[src/hw/tm1638_cfg.svh]
`ifndef TM1638_CFG_SVH
`define TM1638_CFG_SVH

// ----------------------------------------
// Panel geometry
// ----------------------------------------

`define TM_DIGITS           8
`define TM_KEYS             8

// clk cycles per half period of sio_clk
`define TM_HALF_PERIOD      4

// ----------------------------------------
// TM1638 command bytes
// ----------------------------------------

`define TM_CMD_DATA_WRITE   8'h40   // Write, auto increment
`define TM_CMD_DATA_READ    8'h42   // Key scan read
`define TM_CMD_ADDR         8'hC0   // Address 0
`define TM_CMD_DISPLAY_ON   8'h8F   // Display on, full brightness

`endif
[src/hw/tm1638_pkg.sv]
`default_nettype none

`include "tm1638_cfg.svh"

package tm1638_pkg;

    // ----------------------------------------

    // The panel returns its key matrix in four bytes
    localparam int KEY_BYTES = 4;

    // One byte on the serial link
    typedef logic [7:0] sio_byte_t;

    // Segment patterns hgfedcba, one per digit position
    typedef sio_byte_t [`TM_DIGITS - 1:0] seg_mem_t;

    // Raw key bytes in arrival order
    typedef sio_byte_t [KEY_BYTES - 1:0] key_bytes_t;

endpackage

`default_nettype wire

[src/hw/sio_byte_if.sv]
`timescale 1ns/10ps
`default_nettype none

interface sio_byte_if;

    logic                  req;      // Frame request, held for the whole frame
    logic                  gnt;      // Link granted, on the engine side: ready for a new frame
    logic                  start;    // One byte operation
    tm1638_pkg::sio_byte_t wr_byte;
    logic                  read;     // Byte is shifted in, not out
    logic                  last;     // Close the strobe frame after this byte
    logic                  done;     // Byte finished
    tm1638_pkg::sio_byte_t rd_byte;  // Valid with done

    // Side that owns the frame
    modport client
    (
        output req, start, wr_byte, read, last,
        input  gnt, done, rd_byte
    );

    // Side that serves the frame
    modport engine
    (
        input  req, start, wr_byte, read, last,
        output gnt, done, rd_byte
    );

endinterface

`default_nettype wire

[src/hw/tm1638_board_controller.sv]
`timescale 1ns/10ps
`default_nettype none

`include "tm1638_cfg.svh"

module tm1638_board_controller
(
    input  wire                     clk,
    input  wire                     rst_n,
    input  wire  [7:0]              hgfedcba,
    input  wire  [`TM_DIGITS - 1:0] digit,
    input  wire  [`TM_DIGITS - 1:0] ledr,
    output logic [`TM_KEYS - 1:0]   keys,
    output logic                    sio_clk,
    output logic                    sio_stb,
    output logic                    sio_data_out,
    output logic                    sio_data_oe,
    input  wire                     sio_data_in
);

    // ----------------------------------------

    sio_byte_if wr_bus  ();
    sio_byte_if key_bus ();
    sio_byte_if eng_bus ();  // Arbiter to serial engine

    tm1638_display_writer i_display_writer
    (
        .clk      ( clk      ),
        .rst_n    ( rst_n    ),
        .hgfedcba ( hgfedcba ),
        .digit    ( digit    ),
        .ledr     ( ledr     ),
        .bus      ( wr_bus   )
    );

    tm1638_key_reader i_key_reader
    (
        .clk   ( clk     ),
        .rst_n ( rst_n   ),
        .keys  ( keys    ),
        .bus   ( key_bus )
    );

    sio_arbiter i_sio_arbiter
    (
        .clk     ( clk     ),
        .rst_n   ( rst_n   ),
        .wr_bus  ( wr_bus  ),
        .key_bus ( key_bus ),
        .eng_bus ( eng_bus )
    );

    tm1638_sio_engine i_sio_engine
    (
        .clk          ( clk          ),
        .rst_n        ( rst_n        ),
        .bus          ( eng_bus      ),
        .sio_clk      ( sio_clk      ),
        .sio_stb      ( sio_stb      ),
        .sio_data_out ( sio_data_out ),
        .sio_data_oe  ( sio_data_oe  ),
        .sio_data_in  ( sio_data_in  )
    );

endmodule

`default_nettype wire

[src/hw/tm1638_key_reader.sv]
`timescale 1ns/10ps
`default_nettype none

`include "tm1638_cfg.svh"

module tm1638_key_reader
(
    input  wire                   clk,
    input  wire                   rst_n,
    output logic [`TM_KEYS - 1:0] keys,
    sio_byte_if.client            bus
);

    typedef enum logic [1:0] {K_REL, K_REQ, K_START, K_BUSY} state_t;

    state_t                 state;
    logic [2:0]             idx;  // 0 is the command, then key bytes
    logic                   last_byte;
    tm1638_pkg::key_bytes_t kb;
    tm1638_pkg::key_bytes_t cur;

    assign last_byte = (idx == 3'(tm1638_pkg::KEY_BYTES));

    always_ff @(posedge clk)
    begin
        if (!rst_n)
        begin
            state <= K_REL;
            idx   <= 3'd0;
            keys  <= '0;
        end
        else
        begin
            case (state)
                K_REL:   state <= K_REQ;
                K_REQ:   if (bus.gnt) state <= K_START;
                K_START: state <= K_BUSY;
                default:
                    if (bus.done && last_byte)
                    begin
                        state <= K_REL;
                        idx   <= 3'd0;
                        // Two keys per byte, in bits 0 and 4
                        for (int i = 0; i < `TM_KEYS / 2; i++)
                        begin
                            keys[2 * i]     <= cur[i][0];
                            keys[2 * i + 1] <= cur[i][4];
                        end
                    end
                    else if (bus.done)
                    begin
                        idx   <= idx + 3'd1;
                        state <= K_START;
                    end
            endcase
        end
    end

    always_ff @(posedge clk)
    begin
        if (bus.done && idx != 3'd0)
            kb[2'(idx - 3'd1)] <= bus.rd_byte;
    end

    // Final byte is taken straight from the link
    always_comb
    begin
        cur = kb;
        cur[tm1638_pkg::KEY_BYTES - 1] = bus.rd_byte;
    end

    assign bus.req     = (state != K_REL);
    assign bus.start   = (state == K_START);
    assign bus.wr_byte = `TM_CMD_DATA_READ;
    assign bus.read    = (idx != 3'd0);
    assign bus.last    = last_byte;

endmodule

`default_nettype wire

[src/hw/tm1638_display_writer.sv]
`timescale 1ns/10ps
`default_nettype none

`include "tm1638_cfg.svh"

module tm1638_display_writer
(
    input  wire                      clk,
    input  wire                      rst_n,
    input  wire [7:0]                hgfedcba,
    input  wire [`TM_DIGITS - 1:0]   digit,
    input  wire [`TM_DIGITS - 1:0]   ledr,
    sio_byte_if.client               bus
);

    localparam int PAYLOAD = 2 * `TM_DIGITS;  // Segment and LED byte per digit
    localparam int IDX_W   = $clog2(PAYLOAD + 1);
    localparam int POS_W   = $clog2(PAYLOAD);

    typedef enum logic [1:0] {W_REL, W_REQ, W_START, W_BUSY} state_t;

    state_t                 state;
    logic [1:0]             frame;  // 0 data mode, 1 address and data, 2 display on
    logic [IDX_W - 1:0]     idx;    // Byte within the frame
    logic [POS_W - 1:0]     pos;
    logic                   last_byte;
    tm1638_pkg::seg_mem_t   seg_mem;
    tm1638_pkg::seg_mem_t   snap_mem;
    logic [`TM_DIGITS - 1:0] snap_led;

    // The lab side scans the digits, keep each pattern as it passes
    always_ff @(posedge clk)
    begin
        for (int k = 0; k < `TM_DIGITS; k++)
            if (digit[k])
                seg_mem[k] <= hgfedcba;
    end

    always_ff @(posedge clk)
    begin
        if (state == W_REQ && bus.gnt && frame == 2'd1)
        begin
            snap_mem <= seg_mem;
            snap_led <= ledr;
        end
    end

    // ----------------------------------------
    // Refresh sequence
    // ----------------------------------------

    always_ff @(posedge clk)
    begin
        if (!rst_n)
        begin
            state <= W_REL;
            frame <= 2'd0;
            idx   <= '0;
        end
        else
        begin
            case (state)
                W_REL:   state <= W_REQ;  // Req low for a cycle frees the link
                W_REQ:   if (bus.gnt) state <= W_START;
                W_START: state <= W_BUSY;
                default:
                    if (bus.done && last_byte)
                    begin
                        state <= W_REL;
                        idx   <= '0;
                        frame <= (frame == 2'd2) ? 2'd0 : frame + 2'd1;
                    end
                    else if (bus.done)
                    begin
                        idx   <= idx + 1'b1;
                        state <= W_START;
                    end
            endcase
        end
    end

    assign pos       = POS_W'(idx - 1'b1);
    assign last_byte = (frame != 2'd1) || (idx == IDX_W'(PAYLOAD));

    always_comb
    begin
        case (frame)
            2'd0:    bus.wr_byte = `TM_CMD_DATA_WRITE;
            2'd1:
                if (idx == '0)
                    bus.wr_byte = `TM_CMD_ADDR;
                else if (pos[0])  // Odd address holds the LED
                    bus.wr_byte = {7'd0, snap_led[pos[POS_W - 1:1]]};
                else
                    bus.wr_byte = snap_mem[pos[POS_W - 1:1]];
            default: bus.wr_byte = `TM_CMD_DISPLAY_ON;
        endcase
    end

    assign bus.req   = (state != W_REL);
    assign bus.start = (state == W_START);
    assign bus.read  = 1'b0;
    assign bus.last  = last_byte;

endmodule

`default_nettype wire

[src/hw/tm1638_sio_engine.sv]
`timescale 1ns/10ps
`default_nettype none

`include "tm1638_cfg.svh"

module tm1638_sio_engine
(
    input  wire         clk,
    input  wire         rst_n,
    sio_byte_if.engine  bus,
    output logic        sio_clk,
    output logic        sio_stb,
    output logic        sio_data_out,
    output logic        sio_data_oe,
    input  wire         sio_data_in
);

    localparam int HC_W = $clog2(`TM_HALF_PERIOD + 1);

    typedef enum logic [2:0]
    {
        S_IDLE, S_LEAD, S_SETUP, S_LOW, S_HIGH, S_FIN, S_GAP, S_TAIL
    } state_t;

    state_t                state;
    logic [HC_W - 1:0]     hc;       // Half period counter
    logic                  half_end;
    logic                  timed;
    logic [2:0]            bit_cnt;
    logic                  done_q;
    logic                  is_read;
    logic                  is_last;
    tm1638_pkg::sio_byte_t shreg;
    tm1638_pkg::sio_byte_t rx;

    assign half_end = (hc == HC_W'(`TM_HALF_PERIOD - 1));
    assign timed    = state inside {S_LEAD, S_SETUP, S_LOW, S_HIGH, S_TAIL};

    always_ff @(posedge clk)
    begin
        if (!rst_n || !timed || half_end)
            hc <= '0;
        else
            hc <= hc + 1'b1;
    end

    // ----------------------------------------
    // Bit sequencing
    // ----------------------------------------

    always_ff @(posedge clk)
    begin
        if (!rst_n)
        begin
            state        <= S_IDLE;
            bit_cnt      <= 3'd0;
            done_q       <= 1'b0;
            sio_clk      <= 1'b1;
            sio_stb      <= 1'b1;
            sio_data_out <= 1'b0;
            sio_data_oe  <= 1'b0;
        end
        else
        begin
            done_q <= 1'b0;

            case (state)
                S_IDLE:  if (bus.start) state <= S_LEAD;
                S_LEAD:
                    if (half_end)
                    begin
                        sio_stb <= 1'b0;
                        state   <= S_SETUP;
                    end
                S_SETUP:  // First falling edge of the byte
                    if (half_end)
                    begin
                        sio_clk      <= 1'b0;
                        sio_data_oe  <= !is_read;
                        sio_data_out <= !is_read && shreg[0];
                        bit_cnt      <= 3'd0;
                        state        <= S_LOW;
                    end
                S_LOW:
                    if (half_end)
                    begin
                        sio_clk <= 1'b1;  // Panel samples here
                        state   <= (bit_cnt == 3'd7) ? S_FIN : S_HIGH;
                    end
                S_HIGH:
                    if (half_end)
                    begin
                        sio_clk      <= 1'b0;
                        bit_cnt      <= bit_cnt + 3'd1;
                        sio_data_out <= !is_read && shreg[bit_cnt + 3'd1];
                        state        <= S_LOW;
                    end
                S_FIN:
                begin
                    done_q       <= 1'b1;
                    sio_data_oe  <= 1'b0;
                    sio_data_out <= 1'b0;
                    state        <= is_last ? S_TAIL : S_GAP;
                end
                S_GAP:   if (bus.start) state <= S_SETUP;  // Strobe stays low
                default:  // S_TAIL
                    if (half_end)
                    begin
                        sio_stb <= 1'b1;
                        state   <= S_IDLE;
                    end
            endcase
        end
    end

    always_ff @(posedge clk)
    begin
        if (bus.start)
        begin
            shreg   <= bus.wr_byte;
            is_read <= bus.read;
            is_last <= bus.last;
        end
        if (state == S_LOW && half_end && is_read)
            rx <= {sio_data_in, rx[7:1]};  // LSB arrives first
    end

    assign bus.gnt     = (state == S_IDLE);
    assign bus.done    = done_q;
    assign bus.rd_byte = rx;

    start_when_idle: assert property (@(posedge clk) disable iff (!rst_n)
        bus.start |-> bus.req && (state == S_IDLE || state == S_GAP));

    clk_inside_frame: assert property (@(posedge clk) disable iff (!rst_n)
        sio_stb |-> sio_clk);

endmodule

`default_nettype wire

[src/hw/sio_arbiter.sv]
`timescale 1ns/10ps
`default_nettype none

module sio_arbiter
(
    input  wire         clk,
    input  wire         rst_n,
    sio_byte_if.engine  wr_bus,
    sio_byte_if.engine  key_bus,
    sio_byte_if.client  eng_bus
);

    logic [1:0] owner;        // One-hot, bit 0 writer, bit 1 key reader
    logic       last_winner;  // Set when the key reader had the link last
    logic       pick_key;

    // Round robin between the two requesters
    assign pick_key = key_bus.req && (!wr_bus.req || !last_winner);

    always_ff @(posedge clk)
    begin
        if (!rst_n)
        begin
            owner       <= 2'b00;
            last_winner <= 1'b1;  // Writer goes first
        end
        else if (owner != 2'b00)
        begin
            if (!eng_bus.req)  // Owner let go after its last byte
                owner <= 2'b00;
        end
        else if (eng_bus.gnt && (wr_bus.req || key_bus.req))
        begin
            owner       <= pick_key ? 2'b10 : 2'b01;
            last_winner <= pick_key;
        end
    end

    // ----------------------------------------
    // Byte signals follow the owner
    // ----------------------------------------

    assign wr_bus.gnt  = owner[0];
    assign key_bus.gnt = owner[1];

    assign eng_bus.req     = (owner[0] && wr_bus.req) || (owner[1] && key_bus.req);
    assign eng_bus.start   = (owner[0] && wr_bus.start) || (owner[1] && key_bus.start);
    assign eng_bus.wr_byte = owner[1] ? key_bus.wr_byte : wr_bus.wr_byte;
    assign eng_bus.read    = owner[1] ? key_bus.read    : wr_bus.read;
    assign eng_bus.last    = owner[1] ? key_bus.last    : wr_bus.last;

    assign wr_bus.done     = owner[0] && eng_bus.done;
    assign key_bus.done    = owner[1] && eng_bus.done;
    assign wr_bus.rd_byte  = owner[0] ? eng_bus.rd_byte : '0;
    assign key_bus.rd_byte = owner[1] ? eng_bus.rd_byte : '0;

    // A client starts a byte only while it holds the link
    start_needs_grant: assert property (@(posedge clk) disable iff (!rst_n)
        !(wr_bus.start && !wr_bus.gnt) && !(key_bus.start && !key_bus.gnt));

endmodule

`default_nettype wire

[config.mk]
export PLATFORM = sky130hd
export DESIGN_NAME = tm1638_board_controller
export DESIGN_NICKNAME = d
export VERILOG_FILES = /design/src/hw/tm1638_pkg.sv /design/src/hw/sio_byte_if.sv /design/src/hw/tm1638_board_controller.sv /design/src/hw/tm1638_key_reader.sv /design/src/hw/tm1638_display_writer.sv /design/src/hw/tm1638_sio_engine.sv /design/src/hw/sio_arbiter.sv
export VERILOG_INCLUDE_DIRS = /design/src /design/src/hw
export SDC_FILE = /design/constraint.sdc
export NUM_CORES = 1
export LEC_CHECK = 0
export BUFFER_PORTS_ARGS = -buffer_cell sky130_fd_sc_hd__buf_2
export CORE_MARGIN = 2
export CORE_UTILIZATION = 40
export DETAILED_ROUTE_END_ITERATION = 8
export SETUP_SLACK_MARGIN = 0.02
export SKIP_CTS_REPAIR_TIMING = 1
export SYNTH_ARGS = -nofsm -noshare
export SYNTH_HDL_FRONTEND = slang
export SYNTH_SLANG_ARGS = --single-unit
export TNS_END_PERCENT = 5
[constraint.sdc]
create_clock -name clk -period 4.62 [get_ports clk]
set_input_delay 0.924 -clock clk [delete_from_list [all_inputs] [get_ports clk]]
set_output_delay 0.924 -clock clk [all_outputs]
set_load 0.03 [all_outputs]
==> results summary <==
Pin placement for this block handled 39 I/O pins. OpenSTA, run right after detailed placement, puts the worst setup slack at 1.34 ns. The detailed router finished its first iteration with 214 violations. The required time at the endpoint of the critical path came out at 4.76 ns. The biggest area contributor in the post-synthesis netlist is sky130_fd_sc_hd__edfxtp_1.

The core box area came out at 18800 um2. The hold-critical path depth came out at 0. The setup slack of the most critical reg-to-reg path came out at 1.36 ns. The cell depth of the worst flop-to-flop path came out at 8. The die covers 20500 um2.

The number of antenna violations at the first check in global routing came out at 0. The number of vias in the routed layout came out at 4017. The max-slew violation count came out at 0. The maximum clock frequency came out at 307 MHz. The post-synthesis register bit count is 199.

The share of synthesized flip-flops with an asynchronous set or reset is 0. The power per unit of standard cell area is 441 nW/um2. Once placement completed, the tool counted placed cells totaling 778. The leakage power of the design is 3.06 nW.

The maximum number of pins on one net before global-route repair is 73. By area the synthesized netlist is led by sky130_fd_sc_hd__edfxtp_1 (62%), sky130_fd_sc_hd__dfxtp_1 (10%), sky130_fd_sc_hd__ha_1 (3.2%). Counting flops with a built-in enable in the synthesized netlist gives 160. After synthesis the cells add up to 7750 um2. The arrival time at the worst endpoint came out at 3.40 ns. The non-filler instance count after layout came out at 810. The worst setup margin is 1.36 ns.

Along the worst path, the maximum fanout reaches 14. The post-synthesis cell count came out at 499. The total track usage came out at 0.137. The clock-pin slew reported for the worst setup and hold paths after clock tree synthesis came out at 0.07 ns. The total of max-cap violations came out at 0.

In this run, distinct cell masters in the synthesized netlist total 47. The synthesized netlist net count came out at 546. The sequential element share of the synthesized area came out at 0.721. The fraction of post-synthesis cell area in the top cell type by area is 0.620.

At the end of routability-driven placement, the weighted congestion stood at 0.703. The most used flip-flop cell after synthesis is sky130_fd_sc_hd__edfxtp_1. The starting density of the core is 0.412.

The via density per instance came out at 4.96. The area added between synthesis and finish came out at 13.5%. The run finished with clean final reports.

The number of sinks handled by clock tree synthesis came out at 199. The number of warnings issued by yosys came out at 0. The number of clock buffers added by TritonCTS is 17. The die boundary height is 143 um. The largest vdd supply drop came out at 0.281 mV. The total number of nets in the final design came out at 584. The floorplan die width is 143 um. The fraction of the cycle the final worst path needs is 0.705. The total setup violations reported at the end of the flow is 0.

The wire length after detailed routing came out at 13.2 mm. The count of final hold-check violations came to 0. The clock reaches the later pin of the worst-skew pair after 0.43 ns. The residual DRC count came out at 0. The worst pin sits at a relative slew slack of 0.255. The actual slew at the worst max-slew pin came out at 1.12 ns.

The detailed-router iteration count before antenna repair is 4. The average wire per standard cell is 16.3 um. TritonCTS built the clock tree. The worst setup path is captured at a flip-flop. The global-route wire length before repair came out at 20.5 mm. The floorplan has 50 rows. The worst hold margin came out at 0.418 ns. In this run the worst hold path is classified as flip-flop to flip-flop. The final-layout fill cell count came out at 1643. At the end of the flow the core is filled with cells to 0.467. The number of global-route vias before repair came out at 3927. The proportion of layout cells with a drive suffix above 1 is 0.155. The final period demand of the worst path came out at 3.26 ns.

The HPWL after detailed placement came out at 8.47 mm. Setup repair after global routing left no endpoint under its margin. The kind of critical path is flip-flop to flip-flop. The count of antenna-violating nets left after detailed routing came out at 0. The final-layout setup total negative slack is 0 ns. Yosys instantiated no cell more often than sky130_fd_sc_hd__edfxtp_1. The mean instance size in the synthesized netlist came out at 15.5 um2. The number of diodes is 0. Between clock sinks in the finished design, the worst skew comes to 0.0114 ns. The clock tree buffer depth came out at 2. By count the netlist is led by sky130_fd_sc_hd__edfxtp_1 (160), sky130_fd_sc_hd__dfxtp_1 (39), sky130_fd_sc_hd__nand2_1 (39). After global routing the overflow that remains totals 0.

The count of buffers from port buffering came out at 38. The type of element launching the critical path is a flip-flop. The H-tree depth reported by CTS came out at 4. Clock tree synthesis selected as its root buffer the cell sky130_fd_sc_hd__clkbuf_16.
==> worst paths after layout <==
path	start	endpoint
worst max-delay path	i_display_writer.idx[0]	i_sio_engine.shreg[7]
worst min-delay path	i_display_writer.seg_mem[56]	i_display_writer.snap_mem[56]
worst max register to register	i_display_writer.idx[0]	i_sio_engine.shreg[7]
worst min register to register	i_display_writer.seg_mem[56]	i_display_writer.snap_mem[56]
==> registers in the layout (all words and copies together) (netlist names) <==
signal / count
i_display_writer.snap_mem: 64
i_key_reader.idx: 3
i_sio_engine.is_last: 1
i_sio_arbiter.last_winner: 1
i_display_writer.snap_led: 8
i_sio_engine.bus.done: 1
i_key_reader.state: 2
i_sio_engine.bit_cnt: 3
i_sio_engine.sio_data_out: 1
i_display_writer.seg_mem: 64
i_sio_arbiter.owner: 2
i_key_reader.keys: 8
i_display_writer.state: 2
i_sio_engine.shreg: 8
i_sio_engine.sio_stb: 1
i_sio_engine.hc: 3
i_display_writer.frame: 2
i_display_writer.idx: 5
i_sio_engine.bus.rd_byte: 8
i_key_reader.cur: 6
i_sio_engine.sio_clk: 1
i_sio_engine.sio_data_oe: 1
i_sio_engine.state: 3
i_sio_engine.is_read: 1
==> cells by family (layout without fill, tap and decap cells) <==
kind of cell	Yosys count	after routing	share of synthesized area
simple gates	133	133	0.0843
buf+inv	37	88	0.0210
mux	31	31	0.0733
compound gates	71	71	0.0584
fa+ha+maj	20	20	0.0323
flops	199	199	0.721
xor+xnor	8	8	0.0100
==> critical path: stages (launching register included) <==
cell                       delay (ns)
sky130_fd_sc_hd__dfxtp_1         0.48
sky130_fd_sc_hd__inv_1           0.19
sky130_fd_sc_hd__ha_1            0.27
sky130_fd_sc_hd__xor2_2          0.86
sky130_fd_sc_hd__buf_4           0.34
sky130_fd_sc_hd__mux4_2          0.52
sky130_fd_sc_hd__nand2b_1        0.15
sky130_fd_sc_hd__nand3_1         0.11
sky130_fd_sc_hd__a21oi_1         0.06
==> cell usage in the layout, fill, tap and decap left out, types with 2 or more instances in the layout <==
master                        n
sky130_fd_sc_hd__o21a_1       3
sky130_fd_sc_hd__buf_4        2
sky130_fd_sc_hd__nand3b_1     4
sky130_fd_sc_hd__nor2_1      29
sky130_fd_sc_hd__o211a_1      3
sky130_fd_sc_hd__nand2_1     39
sky130_fd_sc_hd__nor2b_1     13
sky130_fd_sc_hd__clkinv_4     2
sky130_fd_sc_hd__bufinv_16    2
sky130_fd_sc_hd__nand4_1      2
sky130_fd_sc_hd__a21boi_0    14
sky130_fd_sc_hd__inv_8        3
sky130_fd_sc_hd__clkinv_1     2
sky130_fd_sc_hd__a21oi_1     21
sky130_fd_sc_hd__mux2_2       2
sky130_fd_sc_hd__inv_1       16
sky130_fd_sc_hd__xor2_1       5
sky130_fd_sc_hd__nand3_1      9
sky130_fd_sc_hd__and3_1       6
sky130_fd_sc_hd__nand2b_1    10
sky130_fd_sc_hd__clkbuf_16   17
sky130_fd_sc_hd__mux4_2      10
sky130_fd_sc_hd__a221oi_1     2
sky130_fd_sc_hd__o21ai_0     17
sky130_fd_sc_hd__nor4_1       5
sky130_fd_sc_hd__or3_1        3
sky130_fd_sc_hd__mux2i_1     11
sky130_fd_sc_hd__mux4_1       8
sky130_fd_sc_hd__nor3_1       3
sky130_fd_sc_hd__xnor2_1      2
sky130_fd_sc_hd__edfxtp_1   160
sky130_fd_sc_hd__and2_1       5
sky130_fd_sc_hd__clkinv_8     2
sky130_fd_sc_hd__ha_1        20
sky130_fd_sc_hd__inv_6        3
sky130_fd_sc_hd__a31oi_1      2
sky130_fd_sc_hd__buf_2       38
sky130_fd_sc_hd__dfxtp_1     39
==> per-stage QoR <==
| stage | power, W | area [um2] |
|---|---|---|
| 6_report | 0.00388 | 8800 |
| 5_1_grt | 0.00403 | 8800 |
| 4_1_cts | 0.00391 | 8800 |
| 3_5_place_dp | 0.00242 | 8190 |
| 3_3_place_gp | 0.00239 | 8190 |
| 2_1_floorplan | 0.00231 | 7750 |
==> power breakdown <==
part | internal, W | switching [W]
combinational | 0.000110 | 0.000163
clock | 0.000820 | 0.000680
sequential | 0.00203 | 0.0000732
==> final cells by class <==
cell class	instances	area, um2	area share
clock inverters	15	185	0.0211
well taps	260	325	0.0370
flip-flops and latches	199	5590	0.635
multi-input cells	263	2010	0.228
inverters	16	60.1	0.00683
repair buffers	40	205	0.0233
clock buffers	17	425	0.0484
==> layer usage <==
metal | GRT usage | share of wire
met5 | 0 | 0
met3 | 0.0386 | 0.038
met1 | 0.162 | 0.42
met2 | 0.234 | 0.52
met4 | 0.0610 | 0.028
(Power assumes the default switching activity.)
